[config.mk]
export PLATFORM = sky130hd
export DESIGN_NAME = cartBoardTop
export DESIGN_NICKNAME = d
export VERILOG_FILES = /design/src/design/cartPkg.sv /design/src/design/cartBoardTop.sv /design/src/design/cartBus.sv /design/src/design/cartRegs.sv /design/src/design/deltaSigmaDac.sv /design/src/design/spiMaster.sv
export VERILOG_INCLUDE_DIRS = /design/src /design/src/design
export SDC_FILE = /design/constraint.sdc
export NUM_CORES = 1
export LEC_CHECK = 0
export BUFFER_PORTS_ARGS = -buffer_cell sky130_fd_sc_hd__buf_2
export CORE_MARGIN = 1
export CORE_UTILIZATION = 50
export CTS_BUF_LIST = sky130_fd_sc_hd__clkbuf_8
export CTS_CLUSTER_SIZE = 16
export DETAILED_ROUTE_END_ITERATION = 8
export GPL_TIMING_DRIVEN = 0
export PLACE_DENSITY = 0.71
export REMOVE_ABC_BUFFERS = 1
export SLEW_MARGIN = 20
export SYNTH_ARGS = -nofsm -noshare
export SYNTH_HDL_FRONTEND = slang
export SYNTH_SLANG_ARGS = --single-unit
[constraint.sdc]
create_clock -name CLK -period 1.5 [get_ports CLK]
set_input_delay 0.45 -clock CLK [delete_from_list [all_inputs] [get_ports CLK]]
set_output_delay 0.45 -clock CLK [all_outputs]
set_load 0.1 [all_outputs]
[src/design/cart_consts.svh]
`ifndef CART_CONSTS_SVH
`define CART_CONSTS_SVH

// Slot register window

// First register address in the slot
`define CART_REG_BASE 16'h7FF0
// Offset bits inside the window, 4 registers
`define CART_REG_SPAN_BITS 2

// SPI clocking

// CLK cycles per SCLK half period
`define SPI_HALF_PERIOD 3

// Address scan

// Byte groups behind the shared mux pins
// Group 0 carries A7..A0, group 1 carries A15..A8
`define MUX_GROUPS 2

`endif

[src/design/cartPkg.sv]
`include "cart_consts.svh"

package cartPkg;

    // Full slot address as seen on the mux pins
    typedef logic [15:0] addrT;

    // Data byte on the slot bus and SPI
    typedef logic [7:0] byteT;

    // Register offset inside the window
    typedef logic [`CART_REG_SPAN_BITS-1:0] regOffT;

    // Sound level for the 1-bit DAC
    typedef logic [7:0] levelT;

    // SPI master phases
    // LOW and HIGH follow the SCLK level
    typedef enum logic [1:0] {
        IDLE,
        LOW,
        HIGH
    } spiStateT;

endpackage

[src/design/cartBoardTop.sv]
`timescale 1ns/1ps
`include "cart_consts.svh"

module cartBoardTop (
    input  logic                    CLK,
    input  logic                    rstN,
    // MSX slot
    input  logic                    sltslN,
    input  logic                    rdN,
    input  logic                    wrN,
    input  logic [7:0]              busMux,
    output logic [`MUX_GROUPS-1:0]  muxCsN,
    input  logic [7:0]              dataIn,
    output logic [7:0]              dataOut,
    output logic                    dataOe,
    output logic                    busdirN,
    output logic                    intN,
    // Storage card
    output logic                    sclk,
    output logic                    mosi,
    input  logic                    miso,
    output logic                    spiCsN,
    // Sound
    output logic                    soundOut
);
    // Bus front end to registers
    logic               regRd;
    logic               regWr;
    cartPkg::regOffT    regOff;
    cartPkg::byteT      regWdata;
    cartPkg::byteT      regRdata;
    // Registers to SPI master
    logic               spiStart;
    cartPkg::byteT      txByte;
    logic               busy;
    cartPkg::byteT      rxByte;
    // Registers to DAC
    cartPkg::levelT     level;

    cartBus cartBus_i (
        .CLK,
        .rstN,
        .sltslN,
        .rdN,
        .wrN,
        .busMux,
        .muxCsN,
        .dataIn,
        .dataOut,
        .dataOe,
        .busdirN,
        .regRd,
        .regWr,
        .regOff,
        .regWdata,
        .regRdata
    );

    cartRegs cartRegs_i (
        .CLK,
        .rstN,
        .regRd,
        .regWr,
        .regOff,
        .regWdata,
        .regRdata,
        .spiStart,
        .txByte,
        .busy,
        .rxByte,
        .spiCsN,
        .level,
        .intN
    );

    spiMaster spiMaster_i (
        .CLK,
        .rstN,
        .spiStart,
        .txByte,
        .busy,
        .rxByte,
        .sclk,
        .mosi,
        .miso
    );

    deltaSigmaDac deltaSigmaDac_i (
        .CLK,
        .rstN,
        .level,
        .soundOut
    );

endmodule

[src/design/cartBus.sv]
`timescale 1ns/1ps
`include "cart_consts.svh"

module cartBus (
    input  logic                    CLK,
    input  logic                    rstN,
    // Slot strobes, async to CLK
    input  logic                    sltslN,
    input  logic                    rdN,
    input  logic                    wrN,
    // Shared address mux pins
    input  cartPkg::byteT           busMux,
    output logic [`MUX_GROUPS-1:0]  muxCsN,
    // Split data bus, pad tristate lives on the board
    input  cartPkg::byteT           dataIn,
    output cartPkg::byteT           dataOut,
    output logic                    dataOe,
    output logic                    busdirN,
    // Register file side
    output logic                    regRd,
    output logic                    regWr,
    output cartPkg::regOffT         regOff,
    output cartPkg::byteT           regWdata,
    input  cartPkg::byteT           regRdata
);
    localparam int GROUPS = `MUX_GROUPS;
    localparam int GRP_W = (GROUPS > 1) ? $clog2(GROUPS) : 1;
    localparam int SPAN = `CART_REG_SPAN_BITS;
    localparam cartPkg::addrT REG_BASE = `CART_REG_BASE;

    logic [GRP_W-1:0]       grpCnt;
    logic [GRP_W-1:0]       nextGrp;
    logic [GROUPS-1:0]      nextCs;
    logic [GRP_W-1:0]       grpQ;
    cartPkg::byteT          muxQ;
    cartPkg::addrT          addrReg;
    // {sltslN, rdN, wrN}
    logic [2:0]             strbMeta;
    logic [2:0]             strbSync;
    logic                   slotRd;
    logic                   slotWr;
    logic                   accPrev;
    logic                   accStart;
    logic                   inWin;
    logic                   rdDly;

    // Next group to select, one-hot low
    always_comb begin
        nextGrp = (grpCnt == GRP_W'(GROUPS - 1)) ? '0 : grpCnt + 1'b1;
        nextCs = '1;
        nextCs[nextGrp] = 1'b0;
    end

    // Rotate the mux selects one group per cycle
    always_ff @(posedge CLK) begin
        if (!rstN) begin
            grpCnt <= '0;
            muxCsN <= '1;
        end else begin
            grpCnt <= nextGrp;
            muxCsN <= nextCs;
        end
    end

    // Pad flop on the mux pins, tagged with the group that was selected
    // Byte lands in the address one cycle after its select
    always_ff @(posedge CLK) begin
        muxQ <= busMux;
        grpQ <= grpCnt;
        addrReg[{grpQ, 3'b000} +: 8] <= muxQ;
    end

    // Two-flop sync of the slot strobes, idle high
    always_ff @(posedge CLK) begin
        if (!rstN) begin
            strbMeta <= 3'b111;
            strbSync <= 3'b111;
        end else begin
            strbMeta <= {sltslN, rdN, wrN};
            strbSync <= strbMeta;
        end
    end

    assign slotRd = ~strbSync[2] & ~strbSync[1];
    assign slotWr = ~strbSync[2] & ~strbSync[0];
    // First synchronized cycle of an access
    assign accStart = (slotRd | slotWr) & ~accPrev;
    // Upper address bits must hit the register window
    assign inWin = (addrReg[15:SPAN] == REG_BASE[15:SPAN]);

    // Register strobes, one cycle after the access start
    always_ff @(posedge CLK) begin
        if (!rstN) begin
            accPrev <= 1'b0;
            regRd <= 1'b0;
            regWr <= 1'b0;
        end else begin
            accPrev <= slotRd | slotWr;
            regRd <= accStart & slotRd & inWin;
            // Read wins if both strobes show up together
            regWr <= accStart & slotWr & ~slotRd & inWin;
        end
    end

    // Offset and write data go with the strobe
    always_ff @(posedge CLK) begin
        if (accStart) begin
            regOff <= addrReg[SPAN-1:0];
            regWdata <= dataIn;
        end
    end

    // Read drive, opens two cycles after regRd
    // Held until the synced RD_n goes back high
    always_ff @(posedge CLK) begin
        if (!rstN) begin
            rdDly <= 1'b0;
            dataOe <= 1'b0;
            busdirN <= 1'b1;
        end else begin
            rdDly <= regRd;
            if (rdDly) begin
                dataOe <= 1'b1;
                busdirN <= 1'b0;
            end else if (dataOe && strbSync[1]) begin
                dataOe <= 1'b0;
                busdirN <= 1'b1;
            end
        end
    end

    // Read data is ready in the cycle after regRd
    always_ff @(posedge CLK) begin
        if (rdDly) begin
            dataOut <= regRdata;
        end
    end

endmodule

[src/design/cartRegs.sv]
`timescale 1ns/1ps

module cartRegs (
    input  logic                CLK,
    input  logic                rstN,
    // From the bus front end
    input  logic                regRd,
    input  logic                regWr,
    input  cartPkg::regOffT     regOff,
    input  cartPkg::byteT       regWdata,
    output cartPkg::byteT       regRdata,
    // SPI master control
    output logic                spiStart,
    output cartPkg::byteT       txByte,
    input  logic                busy,
    input  cartPkg::byteT       rxByte,
    output logic                spiCsN,
    // Sound level, held until rewritten
    output cartPkg::levelT      level,
    // Slot interrupt
    output logic                intN
);
    logic   intEn;
    logic   doneFlag;
    logic   busyQ;
    logic   busyFall;

    // Offset 0 write kicks a transfer, dropped while busy
    assign spiStart = regWr && (regOff == 2'd0) && !busy;
    assign txByte = regWdata;

    assign busyFall = busyQ & ~busy;

    // Control bits and sound level
    always_ff @(posedge CLK) begin
        if (!rstN) begin
            spiCsN <= 1'b1;
            intEn <= 1'b0;
            level <= '0;
        end else if (regWr) begin
            case (regOff)
                2'd1: begin
                    spiCsN <= regWdata[0];
                    intEn <= regWdata[1];
                end
                2'd2: level <= regWdata;
                default: ;
            endcase
        end
    end

    // Done flag, set on busy falling and cleared by a status read
    // A set in the same cycle as the read is kept
    always_ff @(posedge CLK) begin
        if (!rstN) begin
            busyQ <= 1'b0;
            doneFlag <= 1'b0;
        end else begin
            busyQ <= busy;
            if (busyFall) begin
                doneFlag <= 1'b1;
            end else if (regRd && (regOff == 2'd1)) begin
                doneFlag <= 1'b0;
            end
        end
    end

    // Registered read mux
    always_ff @(posedge CLK) begin
        if (regRd) begin
            case (regOff)
                2'd0: regRdata <= rxByte;
                2'd1: regRdata <= {busy, doneFlag, 4'b0000, intEn, spiCsN};
                2'd2: regRdata <= level;
                default: regRdata <= 8'hFF;
            endcase
        end
    end

    // Interrupt line, low while an enabled completion is pending
    assign intN = ~(doneFlag & intEn);

endmodule

[src/design/deltaSigmaDac.sv]
`timescale 1ns/1ps

module deltaSigmaDac (
    input  logic            CLK,
    input  logic            rstN,
    input  cartPkg::levelT  level,
    output logic            soundOut
);
    cartPkg::levelT acc;
    // Carry in bit 8
    logic [8:0]     sum;

    assign sum = {1'b0, acc} + {1'b0, level};

    // First order loop
    // Carries per 256 cycles equal the level
    always_ff @(posedge CLK) begin
        if (!rstN) begin
            acc <= '0;
            soundOut <= 1'b0;
        end else begin
            acc <= sum[7:0];
            soundOut <= sum[8];
        end
    end

endmodule

[src/design/spiMaster.sv]
`timescale 1ns/1ps
`include "cart_consts.svh"

module spiMaster (
    input  logic            CLK,
    input  logic            rstN,
    input  logic            spiStart,
    input  cartPkg::byteT   txByte,
    output logic            busy,
    output cartPkg::byteT   rxByte,
    // Card pins, mode 0
    output logic            sclk,
    output logic            mosi,
    input  logic            miso
);
    localparam int HALF = `SPI_HALF_PERIOD;
    localparam int HALF_W = $clog2(HALF + 1);

    cartPkg::spiStateT      state;
    logic [HALF_W-1:0]      halfCnt;
    logic [2:0]             bitCnt;
    cartPkg::byteT          txShift;
    cartPkg::byteT          rxShift;
    logic                   halfDone;

    assign halfDone = (halfCnt == HALF_W'(HALF - 1));
    assign busy = (state != cartPkg::IDLE);
    // MSB first, shifted on falling SCLK
    assign mosi = txShift[7];

    always_ff @(posedge CLK) begin
        if (!rstN) begin
            state <= cartPkg::IDLE;
            sclk <= 1'b0;
            halfCnt <= '0;
            bitCnt <= '0;
            txShift <= 8'hFF;
            rxByte <= '0;
        end else begin
            halfCnt <= halfDone ? '0 : halfCnt + 1'b1;
            case (state)
                cartPkg::IDLE: begin
                    halfCnt <= '0;
                    if (spiStart) begin
                        state <= cartPkg::LOW;
                        txShift <= txByte;
                        bitCnt <= '0;
                    end
                end
                cartPkg::LOW: begin
                    // Rising SCLK, sample the card
                    if (halfDone) begin
                        state <= cartPkg::HIGH;
                        sclk <= 1'b1;
                        rxShift <= {rxShift[6:0], miso};
                    end
                end
                cartPkg::HIGH: begin
                    // Falling SCLK, next bit or finish
                    if (halfDone) begin
                        sclk <= 1'b0;
                        txShift <= {txShift[6:0], 1'b1};
                        if (bitCnt == 3'd7) begin
                            state <= cartPkg::IDLE;
                            rxByte <= rxShift;
                        end else begin
                            state <= cartPkg::LOW;
                            bitCnt <= bitCnt + 1'b1;
                        end
                    end
                end
                default: state <= cartPkg::IDLE;
            endcase
        end
    end

endmodule

# After elaboration in Yosys (flattened, before gate mapping)
# Cells that the tools add are included.
totals:
  word_cells: 119
  register_bits: 119
  inputBits: 22
  output_inout_bits: 17
op_classes:
  reduce_logical: 22
  add_sub_neg: 5
  bitwise: 20
  n_mux: 26
  eq_ne: 11
  magnitude_cmp: 2
  n_shift: 2
ops:
  columns: ["operator", "count"]
  rows:
  - ["$pmux 8 s3", 1]
  - ["$bwmux 16", 1]
  - ["$mux 8", 2]
  - ["$pmux 8 s2", 1]
  - ["$shift 8x6->16 const A", 1]
  - ["$shiftx 8x6->16", 1]
  - ["$reduce_and 3->1", 5]
  - ["$eq 14x13->1 const B", 1]
  - ["$mux 1", 11]
  - ["$and 1x1->1", 10]
  - ["$reduce_bool 2->1", 5]
  - ["$add 8x8->9", 1]
  - ["$mux 3", 3]
  - ["$not 1->1", 8]
  - ["$eq 2x2->1 const B", 3]
  - ["$mux 2", 3]
  - ["$neg 4->6", 1]
  - ["$pmux 2 s3", 1]
  - ["$pmux 3 s2", 1]
  - ["$logic_and 1x1->1", 5]
  - ["$eq 2x1->1 const B", 2]
  - ["$logic_not 2->1", 2]
  - ["$ne 2x1->1 const B", 2]
  - ["$ne 2x2->1 const B", 2]
  - ["14 further kinds", 15]

# Longest topological paths before layout
# Gate-level depths: netlist of run 1.
depth:
  ltp_word: 7
  depth_mapped: 8

# Hierarchy
# A second synthesis of run 1 with hierarchy kept.
hier_totals:
  cells_unflattened: 400
  hier_area_um2: 4714.5
by_module_without_submodules:
  columns: ["module", "cells_per_inst", "n_inst", "seq_area_each_um2", "area_per_inst_um2"]
  rows:
  - ["cartBus", 103, 1, 1501.4, 1771.7]
  - ["spiMaster", 142, 1, 720.7, 1388.8]
  - ["cartRegs", 95, 1, 480.5, 980.9]
  - ["deltaSigmaDac", 60, 1, 180.2, 573.0]

# Worst setup path before layout of run 1
# No wires, ideal clock.
synth_timing:
  path_kind: "flip-flop to flip-flop"
  startpoint: "register cartBus_i.regOff[1]"
  endpoint: "register spiMaster_i.txShift[6]"
  path_stages_with_launch: 5
  path_buffers: 1
  t_arrival_ps: 1551
  setup_slack_ps: -144
  period_less_slack_ps: 1644
  path_cell_list: "edfxtp_1 -> or4b_1 -> a21o_4 -> buf_6 -> o311ai_2"
synth_between:
  elab_chain_cells: 5
synth_lines:
  columns: ["item", "line_no", "source"]
  rows:
  - ["start, declared", "cartBus.sv:22", "output cartPkg::regOffT regOff,"]
  - ["start signal, assigned", "cartBus.sv:108", "regOff <= addrReg[SPAN-1:0];"]
  - ["$logic_not 2->1", "cartRegs.sv:29", "assign spiStart = regWr && (regOff == 2'd0) && !busy;"]
  - ["$logic_and 1x1->1 (2 in series)", "cartRegs.sv:29", null]
  - ["$ne 2x2->1 (no source line)", null, null]
  - ["$reduce_and 3->1 (no source line)", null, null]
  - ["end signal, assigned", "spiMaster.sv:46", "txShift <= txByte;"]
  - ["end signal, assigned", "spiMaster.sv:62", "txShift <= {txShift[6:0], 1'b1};"]
  - ["end, declared", "spiMaster.sv:22", "cartPkg::byteT txShift;"]
# No other way between the ends.
# A chain may end at the register's enable or synchronous reset.

# Worst setup path after layout of run 1
layout_timing:
  startpoint: "register cartBus_i.regOff[1]"
  endpoint: "register spiMaster_i.txShift[1]"
# Same word-level chain as after synthesis.

==> flow_summary.yaml, run 1 <==
logic_synthesis:
  synth_area_um2: 4410
  synth_edf_count: 50
  yosysMostFrequentCell: "dfxtp_1"
  synth_area_leaders: "edfxtp_1 34%, dfxtp_1 31%, nand2_1 3.7%"
  yosysSeqAreaShare: 0.653
  syn_inst: 376
  ys.flop_type: "dfxtp_1"
  synth_common_cells: "69 x dfxtp_1, 50 x edfxtp_1, 43 x nand2_1"
  yosys.area.top_type: "edfxtp_1"
  yosys_warnings: 0
  ys_types: 44
  synth_area_per_cell_um2: 11.7
  ys_ff_latch: 119
  yosysTopAreaCellShare: 0.340
  synthArstFlopShare: 0
critical_path:
  cp_max_fo: 5
  worstSetupStartpointType: "register"
  crit_arrival_ps: 2030
  cp-end-kind: "register"
  critPathKind: "reg2reg"
  cp.required_ps: 1800
die:
  die_w_um: 95.9
  die_h_um: 95.9
  std_cell_rows: 33
  dieArea_um2: 9210
  start_util: 0.526
  core-area_um2: 8380
  boundaryPins: 39
power:
  peakVddDrop_v: 0.000796
  power_density_nw_per_um2: 1180
  leakagePower_nw: 2.13
  finalPower_mw: 6.40
timing:
  setup_viol_count_final: 14
  fin_ws_ps: -223
  rsz0062_at_grt: "true"
  fin_worst_skew_ps: 11.8
  period_share: 1.15
  period_needed_ps: 1720
  report.final.slew_viol_count: 0
  hold_viol: 0
  max_slew_margin: 0.638
  worst_pin_slew_ps: 541
  max_freq_mhz: 580
route:
  dr.pass1.iters: 4
  first_iter_violations: 166
  via_count: 2948
  drt-vias-per-instance: 5.36
  wl_per_cell_um: 14.9
  wirelength_um: 8210
  route.detailed.drc: 0
  ant_nets: 0
place:
  portBuffers: 38
  routabilityCongestion: 0.782
  dpl.hpwl_um: 4960
  dp_slack_ps: -861
  placed_area_um2: 4660
cts:
  postCtsHoldBufs: 0
  cts_tree: "built"
  clockBufferDepth: 2
  cts.sinks: 119
  clock_latency_ps: 430
  cts-buffers-inserted: 17
  h-tree-depth: 4
  cts-root-buf: "clkbuf_8"
  clk_pin_slew_worst_paths_ps: 80
global_route:
  grtUsageTotal: 0.191
  grt.busiest_layer: "met2"
  grt_pass1_vias: 2809
  grt_overflow: 0
  grt_util_met1: 0.237
  grt_pass1_wl_um: 12800
  antenna_found_initial: 0
  met2_usage: 0.310
  use_met3: 0.0585
  grt_max_degree: 36
finish:
  n_antenna_cell: 0
  drive_gt1_frac: 0.281
  nets: 466
  postLayoutCellArea_um2: 5420
  area_delta_synth_final_pct: 22.8
job:
  cap_viol_max_count: 0
hold_path:
  hp-class: "in2reg"
outcome:
  violations: "setup timing"
  outcome: "finished, violations left"
registers in the layout, indices dropped and copies added, names as in the netlist, 2 cells and up:
register             flops
spiMaster_i.halfCnt      2
spiMaster_i.state        2
cartBus_i.regOff         2
cartBus_i.strbMeta       3
cartBus_i.regWdata       8
cartBus_i.addrReg       16
cartBus_i.muxQ           8
spiMaster_i.bitCnt       3
cartBus_i.strbSync       3
spiMaster_i.txShift      8
spiMaster_i.rxByte       8
cartBus_i.muxCsN         2
spiMaster_i.rxShift      8
deltaSigmaDac_i.acc      8
cartRegs_i.regRdata      8
cartRegs_i.level         8
cartBus_i.dataOut        8
power breakdown:
group / switching [mW] / total [mW] / leakage [nW] / internal, mW
registers: 0.0381 / 3.47 / 1.04 / 3.43
logic: 0.105 / 0.172 / 0.904 / 0.0668
clock network: 1.36 / 2.75 / 0.187 / 1.39
total: 1.51 / 6.40 / 2.13 / 4.89
metrics by stage:
stage          std cells  setup TNS (ps)  hold slack [ps]  utilization
6_report             550           -2170              120        0.646
5_1_grt              550           -2990              102        0.646
4_1_cts              545           -2090              109        0.633
3_5_place_dp         502          -23360              362        0.557
3_3_place_gp         502          -24160              352        0.556
2_1_floorplan        359           -3790              343            -
cells by family (layout without fill, tap and decap cells):
kind of cell,Yosys count,count (layout),share of synthesized area
simple gates,145,145,0.160
flops,119,119,0.653
compound gates,60,62,0.0950
buf+inv,27,94,0.0255
mux,13,13,0.0301
fa+ha+maj,12,12,0.0357
layout make-up:
cell class / instances / area (um^2)
repair buffers: 51 / 432
clock buffers: 18 / 248
repair inverters: 1 / 7.51
multi-input cells: 232 / 1520
fillers: 619 / 2960
well taps: 105 / 131
clock inverters: 14 / 140
inverters: 10 / 41.3
flip-flops and latches: 119 / 2900
metal layers:
metal,vias to the layer above,part of all wire
met5,-,0
met4,0,0.013
met3,14,0.055
met2,75,0.49
met1,1411,0.44
li1,1448,-
what timing repair did:
action	in CTS	in global routing
setup buffers	8	5
cloned	3	0
setup endpoints to repair	62	61
pin swaps	6	7
resized for setup	56	27
endpoints found under the hold margin	0	0
worst max-delay path: stages (launching register included):
cell,delay [ps]
edfxtp_1,430
or4b_4,570
a21o_4,250
o311ai_0,350
worst paths after layout:
check	startpoint	endpoint	slack, ps	cells after the start
worst max-delay path	cartBus_i.regOff[1]	spiMaster_i.txShift[1]	-220	3
worst min-delay path	busMux[2]	cartBus_i.muxQ[2]	120	1
worst max register to register	cartBus_i.regOff[1]	spiMaster_i.txShift[1]	-220	3
worst min register to register	cartBus_i.grpCnt	cartBus_i.grpQ	360	0
placed cells by master, fill, tap and decap left out, types with 3 or more instances in the layout:
| cell type | n |
|---|---|
| nand2_1 | 42 |
| nor2b_1 | 12 |
| o21ai_0 | 10 |
| clkinv_4 | 5 |
| inv_6 | 5 |
| nor3_1 | 8 |
| nor3_2 | 3 |
| clkinvlp_4 | 5 |
| a211oi_1 | 3 |
| buf_2 | 20 |
| mux2i_1 | 11 |
| dfxtp_2 | 13 |
| and2_1 | 10 |
| ha_1 | 8 |
| edfxtp_1 | 50 |
| buf_6 | 11 |
| o21a_1 | 4 |
| o22a_1 | 3 |
| clkbuf_8 | 18 |
| nand4_1 | 4 |
| nor2_1 | 34 |
| buf_12 | 4 |
| o311ai_0 | 4 |
| a21oi_1 | 17 |
| dfxtp_1 | 56 |
| nand3_1 | 7 |
| buf_4 | 15 |
| inv_1 | 8 |
| nand2b_1 | 9 |
(Power assumes the default switching activity.)
==> run 2: changes to the inputs <==
--- a/config.mk
+++ b/config.mk
@@ -7,15 +7,18 @@
 export NUM_CORES = 1
 export LEC_CHECK = 0
 export BUFFER_PORTS_ARGS = -buffer_cell sky130_fd_sc_hd__buf_2
+export CELL_PAD_IN_SITES_DETAIL_PLACEMENT = 0
+export CELL_PAD_IN_SITES_GLOBAL_PLACEMENT = 2
 export CORE_MARGIN = 1
-export CORE_UTILIZATION = 50
+export CORE_UTILIZATION = 37
 export CTS_BUF_LIST = sky130_fd_sc_hd__clkbuf_8
 export CTS_CLUSTER_SIZE = 16
 export DETAILED_ROUTE_END_ITERATION = 8
 export GPL_TIMING_DRIVEN = 0
-export PLACE_DENSITY = 0.71
+export PLACE_DENSITY_LB_ADDON = 0.1
 export REMOVE_ABC_BUFFERS = 1
 export SLEW_MARGIN = 20
 export SYNTH_ARGS = -nofsm -noshare
 export SYNTH_HDL_FRONTEND = slang
 export SYNTH_SLANG_ARGS = --single-unit
+export TNS_END_PERCENT = 50
==> run 2 against run 1 <==
Compared with the run above: the run ends with DRC, setup timing left; sequential share of layout area fell by 0.68 points; first-iteration DRC count is 16% lower; flip-flop and latch count unchanged; total power fell by 3.3%; combinational power up 5%; clock skew about the same; global-route usage shrank 3.3 points; critical path depth up 1; count of clock-buffer cells in the layout is the same; register-to-register slack about the same; largest cell class unchanged.
==> flow_summary.yaml, run 2 (same netlist as run 1, synthesis figures left out) <==
route:
  drt-vias-per-instance: 4.79
  route.detailed.drc: 8
  wirelength_um: 8780
  wl_per_cell_um: 14.8
  dr.pass1.iters: 7
  first_iter_violations: 139
  via_count: 2833
  ant_nets: 0
cts:
  cts_tree: "built"
  h-tree-depth: 4
  cts-buffers-inserted: 17
  cts.sinks: 119
  clock_latency_ps: 440
  clk_pin_slew_worst_paths_ps: 70
  clockBufferDepth: 2
  cts-root-buf: "clkbuf_8"
die:
  die_h_um: 111
  core-area_um2: 11500
  dieArea_um2: 12400
  die_w_um: 111
  boundaryPins: 39
  std_cell_rows: 39
  start_util: 0.383
finish:
  area_delta_synth_final_pct: 24.7
  final.fill_count: 1085
  most-common-layout-cells: "54 x dfxtp_1, 50 x edfxtp_1, 42 x nand2_1"
  nets: 469
  top_register: "cartBus_i.addrReg"
  final_common_cell: "dfxtp_1"
  finalNonFillerCells: 591
  drive_gt1_frac: 0.281
  largest_reg_flops: 16
  n_antenna_cell: 0
critical_path:
  cp-end-kind: "register"
  crit_start: "cartBus_i.regOff[0]"
  reg2reg_from: "cartBus_i.regOff[0]"
  critPathKind: "reg2reg"
  cp.required_ps: 1870
  rrSetupSlack_ps: -210
  cp_max_fo: 5
  worstSetupStartpointType: "register"
  crit_arrival_ps: 2080
place:
  routabilityCongestion: 0.686
  portBuffers: 38
  dpl.hpwl_um: 5460
  dp.cells: 540
global_route:
  grt_pass1_vias: 2821
  grt_pass1_wl_um: 14400
  grtUsageTotal: 0.158
  grt_overflow: 0
  grt_max_degree: 36
  antenna_found_initial: 0
job:
  cap_viol_max_count: 0
hold_path:
  hold_start: "busMux[4]"
  hp-class: "in2reg"
power:
  finalPower_mw: 6.18
  leakagePower_nw: 2.15
  power_density_nw_per_um2: 1120
  peakVddDrop_v: 0.000645
timing:
  period_needed_ps: 1710
  fin_ws_ps: -208
  fin_worst_skew_ps: 12.0
  report.final.slew_viol_count: 0
  max_freq_mhz: 585
  max_slew_margin: 0.637
  hold_viol: 0
  period_share: 1.14
  worst_pin_slew_ps: 543
  rsz0062_at_grt: "true"
  setup_viol_count_final: 19
outcome:
  violations: "DRC, setup timing"
  outcome: "finished, violations left"
==> run 2: cell types whose count changed in the layout (fill, tap and decap cells not counted), moves of 2 or more <==
| cell | before | now |
|---|---|---|
| dfxtp_4 | 0 | 2 |
| clkinv_2 | 0 | 2 |
| nor3_1 | 8 | 10 |
| buf_12 | 4 | 7 |
| inv_6 | 5 | 2 |
| nor3_2 | 3 | 1 |
| dfxtp_1 | 56 | 54 |
| inv_4 | 0 | 3 |
==> run 2: worst max-delay path, cell delays in order, from the launching register on <==
cell and delay [ps]:
edfxtp_1 430, or4b_4 580, a21o_4 250, a21oi_4 180
mux2i_1 200
==> run 2: where the power goes <==
part	leakage [nW]	total, mW	internal (mW)	switching (mW)
clock network	0.178	2.53	1.19	1.34
logic	0.934	0.180	0.0733	0.107
registers	1.04	3.47	3.43	0.0383
total	2.15	6.18	4.69	1.49
==> run 2: final cells by class <==
class	count	area, um^2	area share
Sequential cell	119	2910	0.528
Multi-Input combinational cell	232	1530	0.278
Timing Repair Buffer	54	492	0.0894
Clock buffer	18	248	0.0450
Tap cell	143	179	0.0325
Clock inverter	14	100	0.0182
Inverter	10	41.3	0.00751
Timing Repair inverter	1	7.51	0.00136
==> run 2: timing repair <==
item / in CTS / in global routing
endpoints found under the setup margin: 67 / 65
pin swaps: 8 / 5
cloned: 3 / 0
hold buffers: 0 / 0
resized for setup: 79 / 17
setup buffers: 12 / 4
==> run 2: through the flow <==
step	worst slack (ps)	util	instance area (um^2)	TNS (ps)	hold slack, ps
final	-208	0.478	5500	-2010	110
after global routing	-268	0.478	5500	-4210	72.6
after CTS	-219	0.471	5420	-3190	76.5
after detailed placement	-972	0.409	4710	-27030	360
after global placement	-948	0.409	4710	-29820	357
after floorplan	-240	-	4340	-3790	343
==> run 2: path summary, 6_finish.rpt <==
check                     endpoint  cells after the start
max reg2reg  spiMaster_i.bitCnt[1]                      4
max          spiMaster_i.bitCnt[1]                      4
min reg2reg         cartBus_i.grpQ                      0
min              cartBus_i.muxQ[4]                      1
==> run 2: per-layer routing <==
layer | global-route usage | up-vias | wire, um
met2 | 0.236 | 52 | 3990
met1 | 0.203 | 1319 | 4360
met3 | 0.0601 | 11 | 312
met5 | 0 | - | 0
li1 | - | 1451 | -
met4 | 0.0712 | 0 | 117
